**src/rtl/lin_params.svh**
```systemverilog
// Linear fetch parameters
`ifndef LIN_PARAMS_SVH
`define LIN_PARAMS_SVH

// bus and item widths
`define LIN_ADDR_W        32
`define LIN_DATA_W        32
`define LIN_ID_W          4
`define LIN_CNT_W         16     // size and count fields

// ------------------------------------------------
// buffering
`define LIN_VEC_FIFO_AW   5      // 32 vector entries
`define LIN_BIAS_FIFO_AW  2      // 4 bias entries

// word geometry
`define LIN_WORD_BYTES    4
`define LIN_ARSIZE_WORD   2      // 4 bytes per beat

`endif

```
**src/rtl/lin_pkg.sv**
```systemverilog
// Linear fetch types
`include "lin_params.svh"

package lin_pkg;

    typedef logic [`LIN_ADDR_W-1:0] addr_t;
    typedef logic [`LIN_DATA_W-1:0] data_t;
    typedef logic [`LIN_ID_W-1:0]   axi_id_t;
    typedef logic [`LIN_CNT_W-1:0]  cnt_t;
    typedef logic [7:0]             burst_len_t;   // AxLEN format

    // one read burst request
    typedef struct packed {
        addr_t addr;
        cnt_t  beats_left;    // remainder of the line, 1 for bias
        logic  is_bias;
    } rd_cmd_t;

    typedef struct packed {
        data_t data;
        logic  last;
    } fifo_word_t;

    typedef enum logic [3:0] {
        IDLE,
        READY,
        BIAS_CMD,
        BIAS_DATA,
        BIAS_ZERO,
        VEC_CMD,
        VEC_DATA,
        DONE
    } seq_state_t;

endpackage

```
**src/rtl/lin_burst_issuer.sv**
```systemverilog
// AXI read address issuer
`timescale 1ns/1ps
`include "lin_params.svh"

module lin_burst_issuer (
    input  logic                      ACLK,
    input  logic                      ARESETn,
    input  logic                      linear_init,
    input  logic                      burst_go,
    input  lin_pkg::rd_cmd_t          cmd,
    input  lin_pkg::burst_len_t       input_leng,
    input  logic [`LIN_VEC_FIFO_AW:0] vec_room,
    input  logic                      axi_arready,
    output lin_pkg::axi_id_t          axi_arid,
    output lin_pkg::addr_t            axi_araddr,
    output lin_pkg::burst_len_t       axi_arlen,
    output logic [2:0]                axi_arsize,
    output logic [1:0]                axi_arburst,
    output logic                      axi_arvalid,
    output logic                      ar_done
);
    import lin_pkg::*;

    localparam logic [1:0] BURST_INCR = 2'b01;

    cnt_t       rem_m1;      // beats left in line minus one
    burst_len_t next_len;
    logic       pend;        // request waiting for ARREADY
    logic       pend_bias;   // pending request is a bias word

    // ------------------------------------------------
    // burst length, clipped to the line remainder
    assign rem_m1 = cmd.beats_left - cnt_t'(1);

    always_comb begin
        if (cmd.is_bias) begin
            next_len = '0;
        end else if (rem_m1 > cnt_t'(input_leng)) begin
            next_len = input_leng;
        end else begin
            next_len = burst_len_t'(rem_m1);
        end
    end

    // ------------------------------------------------
    always_ff @(posedge ACLK or negedge ARESETn) begin
        if (!ARESETn) begin
            pend      <= 1'b0;
            pend_bias <= 1'b0;
            axi_arid  <= '0;
        end else if (linear_init) begin
            pend      <= 1'b0;
            pend_bias <= 1'b0;
            axi_arid  <= '0;
        end else if (burst_go) begin
            pend      <= 1'b1;
            pend_bias <= cmd.is_bias;
            axi_arid  <= axi_arid + axi_id_t'(1);   // new id per command
        end else if (ar_done) begin
            pend      <= 1'b0;
        end
    end

    // address and length captured per command
    always_ff @(posedge ACLK) begin
        if (burst_go) begin
            axi_araddr <= cmd.addr;
            axi_arlen  <= next_len;
        end
    end

    // vector bursts wait until the whole burst fits in the FIFO
    assign axi_arvalid = pend & (pend_bias | (vec_room > axi_arlen));
    assign ar_done     = axi_arvalid & axi_arready;

    assign axi_arsize  = 3'(`LIN_ARSIZE_WORD);
    assign axi_arburst = BURST_INCR;

endmodule

```
**src/rtl/lin_fetch_seq.sv**
```systemverilog
// Bias and vector fetch sequencer
`timescale 1ns/1ps
`include "lin_params.svh"

module lin_fetch_seq (
    input  logic                ACLK,
    input  logic                ARESETn,
    input  logic                linear_init,
    input  logic                bias_go,
    input  logic                input_go,
    input  lin_pkg::addr_t      bias_address,
    input  lin_pkg::addr_t      input_address,
    input  lin_pkg::cnt_t       bias_size,
    input  lin_pkg::cnt_t       output_size,
    input  lin_pkg::cnt_t       input_size,
    input  lin_pkg::cnt_t       input_num,
    input  logic                ar_done,
    input  lin_pkg::data_t      axi_rdata,
    input  logic                axi_rlast,
    input  logic                axi_rvalid,
    input  logic                bias_wr_ready,
    input  logic                vec_wr_ready,
    output logic                linear_ready,
    output logic                bias_done,
    output logic                input_done,
    output logic                burst_go,
    output lin_pkg::rd_cmd_t    cmd,
    output logic                axi_rready,
    output logic                bias_wr_valid,
    output lin_pkg::fifo_word_t bias_wr,
    output logic                vec_wr_valid,
    output lin_pkg::fifo_word_t vec_wr
);
    import lin_pkg::*;

    localparam addr_t WORD_STEP = addr_t'(`LIN_WORD_BYTES);

    seq_state_t state;
    seq_state_t bias_next;     // bias fetch or zero insert
    logic       ready_q;
    logic       cmd_sent;      // burst_go already given in this state
    addr_t      bias_addr;
    addr_t      vec_addr;
    cnt_t       line_cnt;
    cnt_t       item_cnt;
    cnt_t       bias_cnt;
    logic       line_end;
    logic       more_lines;
    logic       vec_beat;

    assign bias_next  = (bias_size != '0) ? BIAS_CMD : BIAS_ZERO;
    assign line_end   = (item_cnt + cnt_t'(1)) == input_size;
    assign more_lines = (line_cnt + cnt_t'(1)) < input_num;
    assign vec_beat   = axi_rvalid & vec_wr_ready;

    // ------------------------------------------------
    // fetch state machine
    always_ff @(posedge ACLK or negedge ARESETn) begin
        if (!ARESETn) begin
            state      <= IDLE;
            ready_q    <= 1'b0;
            bias_done  <= 1'b0;
            input_done <= 1'b0;
            cmd_sent   <= 1'b0;
            bias_addr  <= '0;
            vec_addr   <= '0;
            line_cnt   <= '0;
            item_cnt   <= '0;
            bias_cnt   <= '0;
        end else if (linear_init) begin
            state      <= IDLE;
            ready_q    <= 1'b0;
            bias_done  <= 1'b0;
            input_done <= 1'b0;
            cmd_sent   <= 1'b0;
        end else begin
            if (ar_done) begin
                cmd_sent <= 1'b0;
            end else if (burst_go) begin
                cmd_sent <= 1'b1;
            end
            case (state)
                IDLE: begin
                    ready_q <= 1'b1;
                    state   <= READY;
                end
                READY: begin
                    if (bias_go && input_go) begin
                        bias_addr <= bias_address;
                        vec_addr  <= input_address;
                        line_cnt  <= '0;
                        item_cnt  <= '0;
                        bias_cnt  <= '0;
                        state     <= bias_next;
                    end
                end
                BIAS_CMD: if (ar_done) state <= BIAS_DATA;
                BIAS_DATA: begin
                    if (axi_rvalid && bias_wr_ready) begin
                        bias_cnt  <= bias_cnt + cnt_t'(1);
                        bias_addr <= bias_addr + WORD_STEP;   // next line's bias
                        state     <= VEC_CMD;
                    end
                end
                BIAS_ZERO: begin
                    if (bias_wr_ready) begin
                        bias_cnt <= bias_cnt + cnt_t'(1);
                        state    <= VEC_CMD;
                    end
                end
                VEC_CMD: if (ar_done) state <= VEC_DATA;
                VEC_DATA: begin
                    if (vec_beat) begin
                        vec_addr <= vec_addr + WORD_STEP;
                        item_cnt <= item_cnt + cnt_t'(1);
                        if (axi_rlast && line_end) begin
                            line_cnt <= line_cnt + cnt_t'(1);
                            if (more_lines) begin
                                vec_addr <= input_address;   // rewind for next line
                                item_cnt <= '0;
                                state    <= bias_next;
                            end else begin
                                bias_done  <= 1'b1;
                                input_done <= 1'b1;
                                state      <= DONE;
                            end
                        end else if (axi_rlast) begin
                            state <= VEC_CMD;   // rest of the line
                        end
                    end
                end
                DONE: begin
                    if (!bias_go) bias_done <= 1'b0;
                    if (!input_go) input_done <= 1'b0;
                    if (!bias_go && !input_go) state <= READY;
                end
                default: state <= IDLE;
            endcase
        end
    end

    assign linear_ready = ready_q & ~linear_init;

    // ------------------------------------------------
    // burst command, steady while in a command state
    assign burst_go = ((state == BIAS_CMD) || (state == VEC_CMD)) & ~cmd_sent;

    always_comb begin
        cmd.is_bias    = (state == BIAS_CMD);
        cmd.addr       = cmd.is_bias ? bias_addr : vec_addr;
        cmd.beats_left = cmd.is_bias ? cnt_t'(1) : (input_size - item_cnt);
    end

    // read data steering
    always_comb begin
        case (state)
            BIAS_DATA: axi_rready = bias_wr_ready;
            VEC_DATA:  axi_rready = vec_wr_ready;
            default:   axi_rready = 1'b0;
        endcase
    end

    assign bias_wr_valid = (state == BIAS_ZERO) | ((state == BIAS_DATA) & axi_rvalid);
    assign bias_wr.data  = (state == BIAS_DATA) ? axi_rdata : '0;
    assign bias_wr.last  = (state == BIAS_DATA) && (bias_cnt == (output_size - cnt_t'(1)));

    assign vec_wr_valid  = (state == VEC_DATA) & axi_rvalid;
    assign vec_wr.data   = axi_rdata;
    assign vec_wr.last   = line_end;   // final item of a line

endmodule

```
**src/rtl/lin_input_ctrl_top.sv**
```systemverilog
// Linear layer input fetch top
`timescale 1ns/1ps
`include "lin_params.svh"

module lin_input_ctrl_top (
    input  logic                ACLK,
    input  logic                ARESETn,
    // AXI read address channel
    output lin_pkg::axi_id_t    axi_arid,
    output lin_pkg::addr_t      axi_araddr,
    output lin_pkg::burst_len_t axi_arlen,
    output logic [2:0]          axi_arsize,
    output logic [1:0]          axi_arburst,
    output logic                axi_arvalid,
    input  logic                axi_arready,
    // AXI read data channel
    input  lin_pkg::data_t      axi_rdata,
    input  logic                axi_rlast,
    input  logic                axi_rvalid,
    output logic                axi_rready,
    // bias stream
    input  logic                out_bias_ready,
    output logic                out_bias_valid,
    output lin_pkg::data_t      out_bias_data,
    output logic                out_bias_last,
    // vector stream
    input  logic                out_ready,
    output logic                out_valid,
    output lin_pkg::data_t      out_data,
    output logic                out_last,    // end of a line
    // control
    input  logic                linear_init,
    output logic                linear_ready,
    input  logic                bias_go,
    output logic                bias_done,
    input  lin_pkg::addr_t      bias_address,
    input  lin_pkg::cnt_t       bias_size,
    input  lin_pkg::cnt_t       output_size,
    input  logic                input_go,
    output logic                input_done,
    input  lin_pkg::addr_t      input_address,
    input  lin_pkg::cnt_t       input_size,
    input  lin_pkg::cnt_t       input_num,
    input  lin_pkg::burst_len_t input_leng
);
    import lin_pkg::*;

    logic                      burst_go;
    rd_cmd_t                   cmd;
    logic                      ar_done;
    logic                      bias_wr_valid;
    logic                      bias_wr_ready;
    fifo_word_t                bias_wr;
    fifo_word_t                bias_rd;
    logic                      vec_wr_valid;
    logic                      vec_wr_ready;
    fifo_word_t                vec_wr;
    fifo_word_t                vec_rd;
    logic [`LIN_VEC_FIFO_AW:0] vec_room;

    // ------------------------------------------------
    lin_burst_issuer u_issuer (
        .ACLK        (ACLK),
        .ARESETn     (ARESETn),
        .linear_init (linear_init),
        .burst_go    (burst_go),
        .cmd         (cmd),
        .input_leng  (input_leng),
        .vec_room    (vec_room),
        .axi_arready (axi_arready),
        .axi_arid    (axi_arid),
        .axi_araddr  (axi_araddr),
        .axi_arlen   (axi_arlen),
        .axi_arsize  (axi_arsize),
        .axi_arburst (axi_arburst),
        .axi_arvalid (axi_arvalid),
        .ar_done     (ar_done)
    );

    lin_fetch_seq u_seq (
        .ACLK          (ACLK),
        .ARESETn       (ARESETn),
        .linear_init   (linear_init),
        .bias_go       (bias_go),
        .input_go      (input_go),
        .bias_address  (bias_address),
        .input_address (input_address),
        .bias_size     (bias_size),
        .output_size   (output_size),
        .input_size    (input_size),
        .input_num     (input_num),
        .ar_done       (ar_done),
        .axi_rdata     (axi_rdata),
        .axi_rlast     (axi_rlast),
        .axi_rvalid    (axi_rvalid),
        .bias_wr_ready (bias_wr_ready),
        .vec_wr_ready  (vec_wr_ready),
        .linear_ready  (linear_ready),
        .bias_done     (bias_done),
        .input_done    (input_done),
        .burst_go      (burst_go),
        .cmd           (cmd),
        .axi_rready    (axi_rready),
        .bias_wr_valid (bias_wr_valid),
        .bias_wr       (bias_wr),
        .vec_wr_valid  (vec_wr_valid),
        .vec_wr        (vec_wr)
    );

    // ------------------------------------------------
    // output buffers, both flushed by linear_init
    lin_sync_fifo #(.WIDTH($bits(fifo_word_t)), .AW(`LIN_VEC_FIFO_AW)) u_vec_fifo (
        .ACLK     (ACLK),
        .ARESETn  (ARESETn),
        .clr      (linear_init),
        .wr_valid (vec_wr_valid),
        .wr_data  (vec_wr),
        .wr_ready (vec_wr_ready),
        .rd_valid (out_valid),
        .rd_data  (vec_rd),
        .rd_ready (out_ready),
        .room     (vec_room)
    );

    lin_sync_fifo #(.WIDTH($bits(fifo_word_t)), .AW(`LIN_BIAS_FIFO_AW)) u_bias_fifo (
        .ACLK     (ACLK),
        .ARESETn  (ARESETn),
        .clr      (linear_init),
        .wr_valid (bias_wr_valid),
        .wr_data  (bias_wr),
        .wr_ready (bias_wr_ready),
        .rd_valid (out_bias_valid),
        .rd_data  (bias_rd),
        .rd_ready (out_bias_ready),
        .room     ()
    );

    assign out_data      = vec_rd.data;
    assign out_last      = vec_rd.last;
    assign out_bias_data = bias_rd.data;
    assign out_bias_last = bias_rd.last;

endmodule

```
**src/rtl/lin_sync_fifo.sv**
```systemverilog
// Synchronous FIFO with room count
`timescale 1ns/1ps

module lin_sync_fifo #(
    parameter int WIDTH = 33,
    parameter int AW    = 5
) (
    input  logic             ACLK,
    input  logic             ARESETn,
    input  logic             clr,
    input  logic             wr_valid,
    input  logic [WIDTH-1:0] wr_data,
    output logic             wr_ready,
    output logic             rd_valid,
    output logic [WIDTH-1:0] rd_data,
    input  logic             rd_ready,
    output logic [AW:0]      room
);

    localparam int DEPTH = 1 << AW;

    logic [WIDTH-1:0] mem [DEPTH];
    logic [AW-1:0]    wr_ptr;
    logic [AW-1:0]    rd_ptr;
    logic [AW:0]      count;     // entries held
    logic             push;
    logic             pop;

    assign push = wr_valid & wr_ready;
    assign pop  = rd_valid & rd_ready;

    // ------------------------------------------------
    // pointers and occupancy
    always_ff @(posedge ACLK or negedge ARESETn) begin
        if (!ARESETn) begin
            wr_ptr <= '0;
            rd_ptr <= '0;
            count  <= '0;
        end else if (clr) begin
            wr_ptr <= '0;
            rd_ptr <= '0;
            count  <= '0;
        end else begin
            if (push) wr_ptr <= wr_ptr + 1'b1;   // wraps at depth
            if (pop) rd_ptr <= rd_ptr + 1'b1;
            case ({push, pop})
                2'b10:   count <= count + 1'b1;
                2'b01:   count <= count - 1'b1;
                default: count <= count;
            endcase
        end
    end

    // storage
    always_ff @(posedge ACLK) begin
        if (push) begin
            mem[wr_ptr] <= wr_data;
        end
    end

    // ------------------------------------------------
    assign rd_data  = mem[rd_ptr];   // head entry straight from the array
    assign rd_valid = (count != '0);
    assign wr_ready = (count != (AW+1)'(DEPTH));
    assign room     = (AW+1)'(DEPTH) - count;

endmodule

```
**config.mk**
```make
export PLATFORM = sky130hd
export DESIGN_NAME = lin_input_ctrl_top
export DESIGN_NICKNAME = d
export VERILOG_FILES = /design/src/rtl/lin_pkg.sv /design/src/rtl/lin_burst_issuer.sv /design/src/rtl/lin_fetch_seq.sv /design/src/rtl/lin_input_ctrl_top.sv /design/src/rtl/lin_sync_fifo.sv
export VERILOG_INCLUDE_DIRS = /design/src /design/src/rtl
export SDC_FILE = /design/constraint.sdc
export NUM_CORES = 2
export LEC_CHECK = 0
export BUFFER_PORTS_ARGS = -buffer_cell sky130_fd_sc_hd__buf_2
export CAP_MARGIN = 20
export CELL_PAD_IN_SITES_DETAIL_PLACEMENT = 1
export CELL_PAD_IN_SITES_GLOBAL_PLACEMENT = 1
export CORE_ASPECT_RATIO = 0.8
export CORE_UTILIZATION = 52
export CTS_BUF_LIST = sky130_fd_sc_hd__clkbuf_4
export CTS_CLUSTER_SIZE = 40
export DETAILED_ROUTE_END_ITERATION = 8
export PLACE_DENSITY_LB_ADDON = 0.12
export SLEW_MARGIN = 5
export SYNTH_ARGS = -nofsm -noshare
export SYNTH_HDL_FRONTEND = slang
export SYNTH_SLANG_ARGS = --single-unit
```
**constraint.sdc**
```tcl
create_clock -name ACLK -period 5.6 [get_ports ACLK]
set_input_delay 0 -clock ACLK [delete_from_list [all_inputs] [get_ports ACLK]]
set_output_delay 0 -clock ACLK [all_outputs]
set_load 0.005 [all_outputs]
```
==> results.json <==
{
  "outcome": "finished, final reports clean",
  "cts-buffers-inserted": 354,
  "first_global_vias": 39268,
  "async_reset_ff_share_pct": 10.8,
  "max_slew_margin_pct": 20.2,
  "comb_power_share_pct": 22.6,
  "switching_share_pct": 29.5,
  "routed_wire_length_per_instance_um": 29.3,
  "floorplan.die_area_um2": 113000,
  "initial_core_util_pct": 52.5,
  "share_seq_of_total_power_pct": 46.2,
  "peakVddDrop_mv": 0.241,
  "drv.max_cap_violation_count": 0,
  "net-switching-power_uw": 7860,
  "fraction_of_the_yosys_area_taken_by_sequential_cells_pct": 69.8,
  "dp.final_hpwl_um": 103000,
  "timing.final.hold_violations": 0,
  "cp_required_ps": 6750,
  "drtPass1Iterations": 5,
  "grt_pass1_wl_um": 258000,
  "netlist_area_um2": 58100,
  "setup_viol": 0,
  "core.rowCount": 109,
  "most_common_cell_after_layout_fill_and_taps_aside": "edfxtp_1",
  "finalNetCount": 4548,
  "grt_antenna_before_repair": 18,
  "drt-vias-per-instance": 6.14,
  "port-buffer-count": 294,
  "grt.overflow.total": 0,
  "highest_count_cells_in_the_layout_ignoring_fill_and_taps": "edfxtp_1 (1228), clkbuf_4 (493), dlygate4sd3_1 (365)",
  "post_synth.cell_area_avg_um2": 17.4,
  "boundaryPins": 300,
  "overall_via_count_from_detail_route": 37050,
  "setup.worst_path.class": "reg2reg",
  "final_layout_size_suffix_gt1_share_pct": 30.6,
  "hold_path_startpoint": "bias_size[13]",
  "pleak_uw": 0.0242,
  "tritoncts_num_sinks": 1376,
  "post_layout_utilization_of_the_core_pct": 63.4,
  "synth-seq-cells": 1376,
  "dr_iter_0_viols": 4075,
  "post_synth_edffs": 1228,
  "crit_arrival_ps": 6500,
  "worst_slew_pin_slew_ps": 1190,
  "max-clock-path-buffers": 4,
  "grtUsageTotal_pct": 31.5,
  "area_growth_pct": 20.7,
  "grt_setup_unrepaired": "false",
  "die_h_um": 301,
  "report.final.slew_viol_count": 0,
  "crit_path_max_fanout": 35,
  "regToRegStartpoint": "u_seq.item_cnt[0]",
  "power_per_cell_area_nw_per_um2": 381,
  "setup.worst_path.start": "u_seq.item_cnt[0]",
  "largest_net_degree_at_the_start_of_global_routing": 74,
  "gp_routability_congestion": 0.898,
  "upper_clock_frequency_limit_ghz": 0.187,
  "clock_latency_ps": 1280,
  "drt_wl_total_um": 177000,
  "p_int_uw": 18800,
  "synth_cells": 3339,
  "final.setup.tns_ps": 0,
  "post_cts_buffers": 0,
  "clock_power_share_pct": 31.2,
  "ctsRootBufferMaster": "clkbuf_4",
  "worstSetupStartpointType": "register",
  "cp-end-kind": "register",
  "hold-worst-slack_ps": 146,
  "cts_tree": "done",
  "finalClockSkew_ps": 83.1,
  "nFillCells": 10000,
  "final.min_clock_period_ps": 5350,
  "final_antenna_net_count": 0,
  "yosysWarningCount": 0,
  "setup.reg_to_reg.worst_slack_ps": 250,
  "clock_tree.htree_level_count": 5,
  "die_w_um": 376,
  "worst_setup_hold_path_clk_slew_ps": 70,
  "core_area_um2": 111000,
  "post-route-period-util_pct": 95.5,
  "synth_flop_cell": "edfxtp_1",
  "number_of_library_cell_types_mapped_by_synthesis": 78,
  "timing.hold.worst.class": "in2reg",
  "drt_drc_violations_left": 0
}
Yosys cell counts, types with 23 or more instances:
cell type / n / share of area [%]
and2_1: 50 / 0.54
a21oi_1: 111 / 0.96
nand3_1: 70 / 0.60
inv_1: 68 / 0.44
and3_1: 32 / 0.34
clkbuf_1: 118 / 0.76
nand2_1: 256 / 1.7
xnor2_1: 58 / 0.87
nor3_1: 31 / 0.27
ha_1: 66 / 1.4
o21ai_0: 117 / 1.0
edfxtp_1: 1228 / 63
nand2b_1: 25 / 0.27
mux4_2: 363 / 14
o22ai_1: 23 / 0.25
buf_1: 37 / 0.24
nand4_1: 35 / 0.38
dfrtp_1: 148 / 6.4
xor2_1: 38 / 0.57
mux2_2: 40 / 0.78
nor2_1: 152 / 0.98
worst max-delay path: stages, from the launching register on:
cell and delay, ps:
dfrtp_1 460, ha_1 310, and4_1 380, and4_1 310, nor3_1 210, o21ai_0 120
dlygate4sd3_1 580, a211o_1 360, nor2_2 350, buf_4 470, nand4_1 140, dlygate4sd3_1 600
a211o_1 300, dlygate4sd3_1 570, o221ai_1 70
path summary, 6_finish.rpt:
kind,end,depth (start not counted)
worst max register to register,u_seq.state[1],14
min in group asynchronous,u_seq.vec_addr[6],5
worst max-delay path,u_seq.state[1],14
worst min-delay path,u_seq.state[2],7
worst min register to register,u_seq.line_cnt[10],2
max in group asynchronous,u_seq.item_cnt[15],6
area by class of cell:
type                            count  area (um2)  area share, %
Sequential cell                  1376       40600           57.9
Multi-Input combinational cell   1725       16800           24.0
Tap cell                         1498        1870           2.67
Timing Repair Buffer              776        6360           9.06
Antenna cell                       14        35.0         0.0500
Clock buffer                      493        3700           5.28
Inverter                           68         255          0.364
Clock inverter                     84         453          0.646
sequential cells by signal, indices dropped and copies added, names as in the netlist, 16 cells and up:
signal / cells
u_bias_fifo.mem: 132
u_issuer.axi_araddr: 32
u_seq.bias_addr: 32
u_seq.bias_cnt: 16
u_seq.item_cnt: 16
u_seq.line_cnt: 16
u_seq.vec_addr: 32
u_vec_fifo.mem: 1056
timing repair:
| item | in CTS | in global routing |
|---|---|---|
| hold endpoints to repair | 1633 | 0 |
| gates resized for setup | 0 | 5 |
| endpoints found under the setup margin | 0 | 19 |
| hold buffers | 374 | 0 |
per-layer routing:
layer	vias up	wire length, um	GRT usage [%]
li1	15436	-	-
met1	19334	71900	43.8
met3	392	13500	5.86
met4	4	6080	11.8
met2	1884	85400	50.1
met5	-	23	0
cells by family (layout without fill, tap and decap cells):
family | after synthesis | after routing | synth area share (%)
other | 2 | 19 | 0.0129
and+or+nand+nor | 739 | 741 | 6.12
AOI/OAI and AO/OA | 390 | 390 | 4.15
muxes | 424 | 424 | 15.2
DFF | 1376 | 1376 | 69.8
xor gates and xnor gates | 96 | 96 | 1.45
buffers and inverters | 243 | 1421 | 1.72
adders and majority gates | 69 | 69 | 1.52
per-stage QoR:
| step | power [uW] | instances | setup slack (ps) | area, um2 |
|---|---|---|---|---|
| floorplan | 15700 | 3342 | 862 | 58100 |
| global placement | 17500 | 5053 | 553 | 61800 |
| detailed placement | 17700 | 5053 | 244 | 61800 |
| CTS | 26500 | 6004 | 99.3 | 69800 |
| global route | 27700 | 6033 | 22.8 | 70100 |
| finish | 26700 | 6034 | 253 | 70100 |
power by group through the flow:
| stage | combinational, uW | sequential [uW] | clock [uW] |
|---|---|---|---|
| floorplan | 3530 | 12200 | 0 |
| global placement | 4990 | 12500 | 0 |
| detailed placement | 5180 | 12500 | 0 |
| CTS | 5800 | 12300 | 8430 |
| global route | 6440 | 12400 | 8940 |
| finish | 6030 | 12300 | 8330 |
Power figures use the tool's default switching activity.
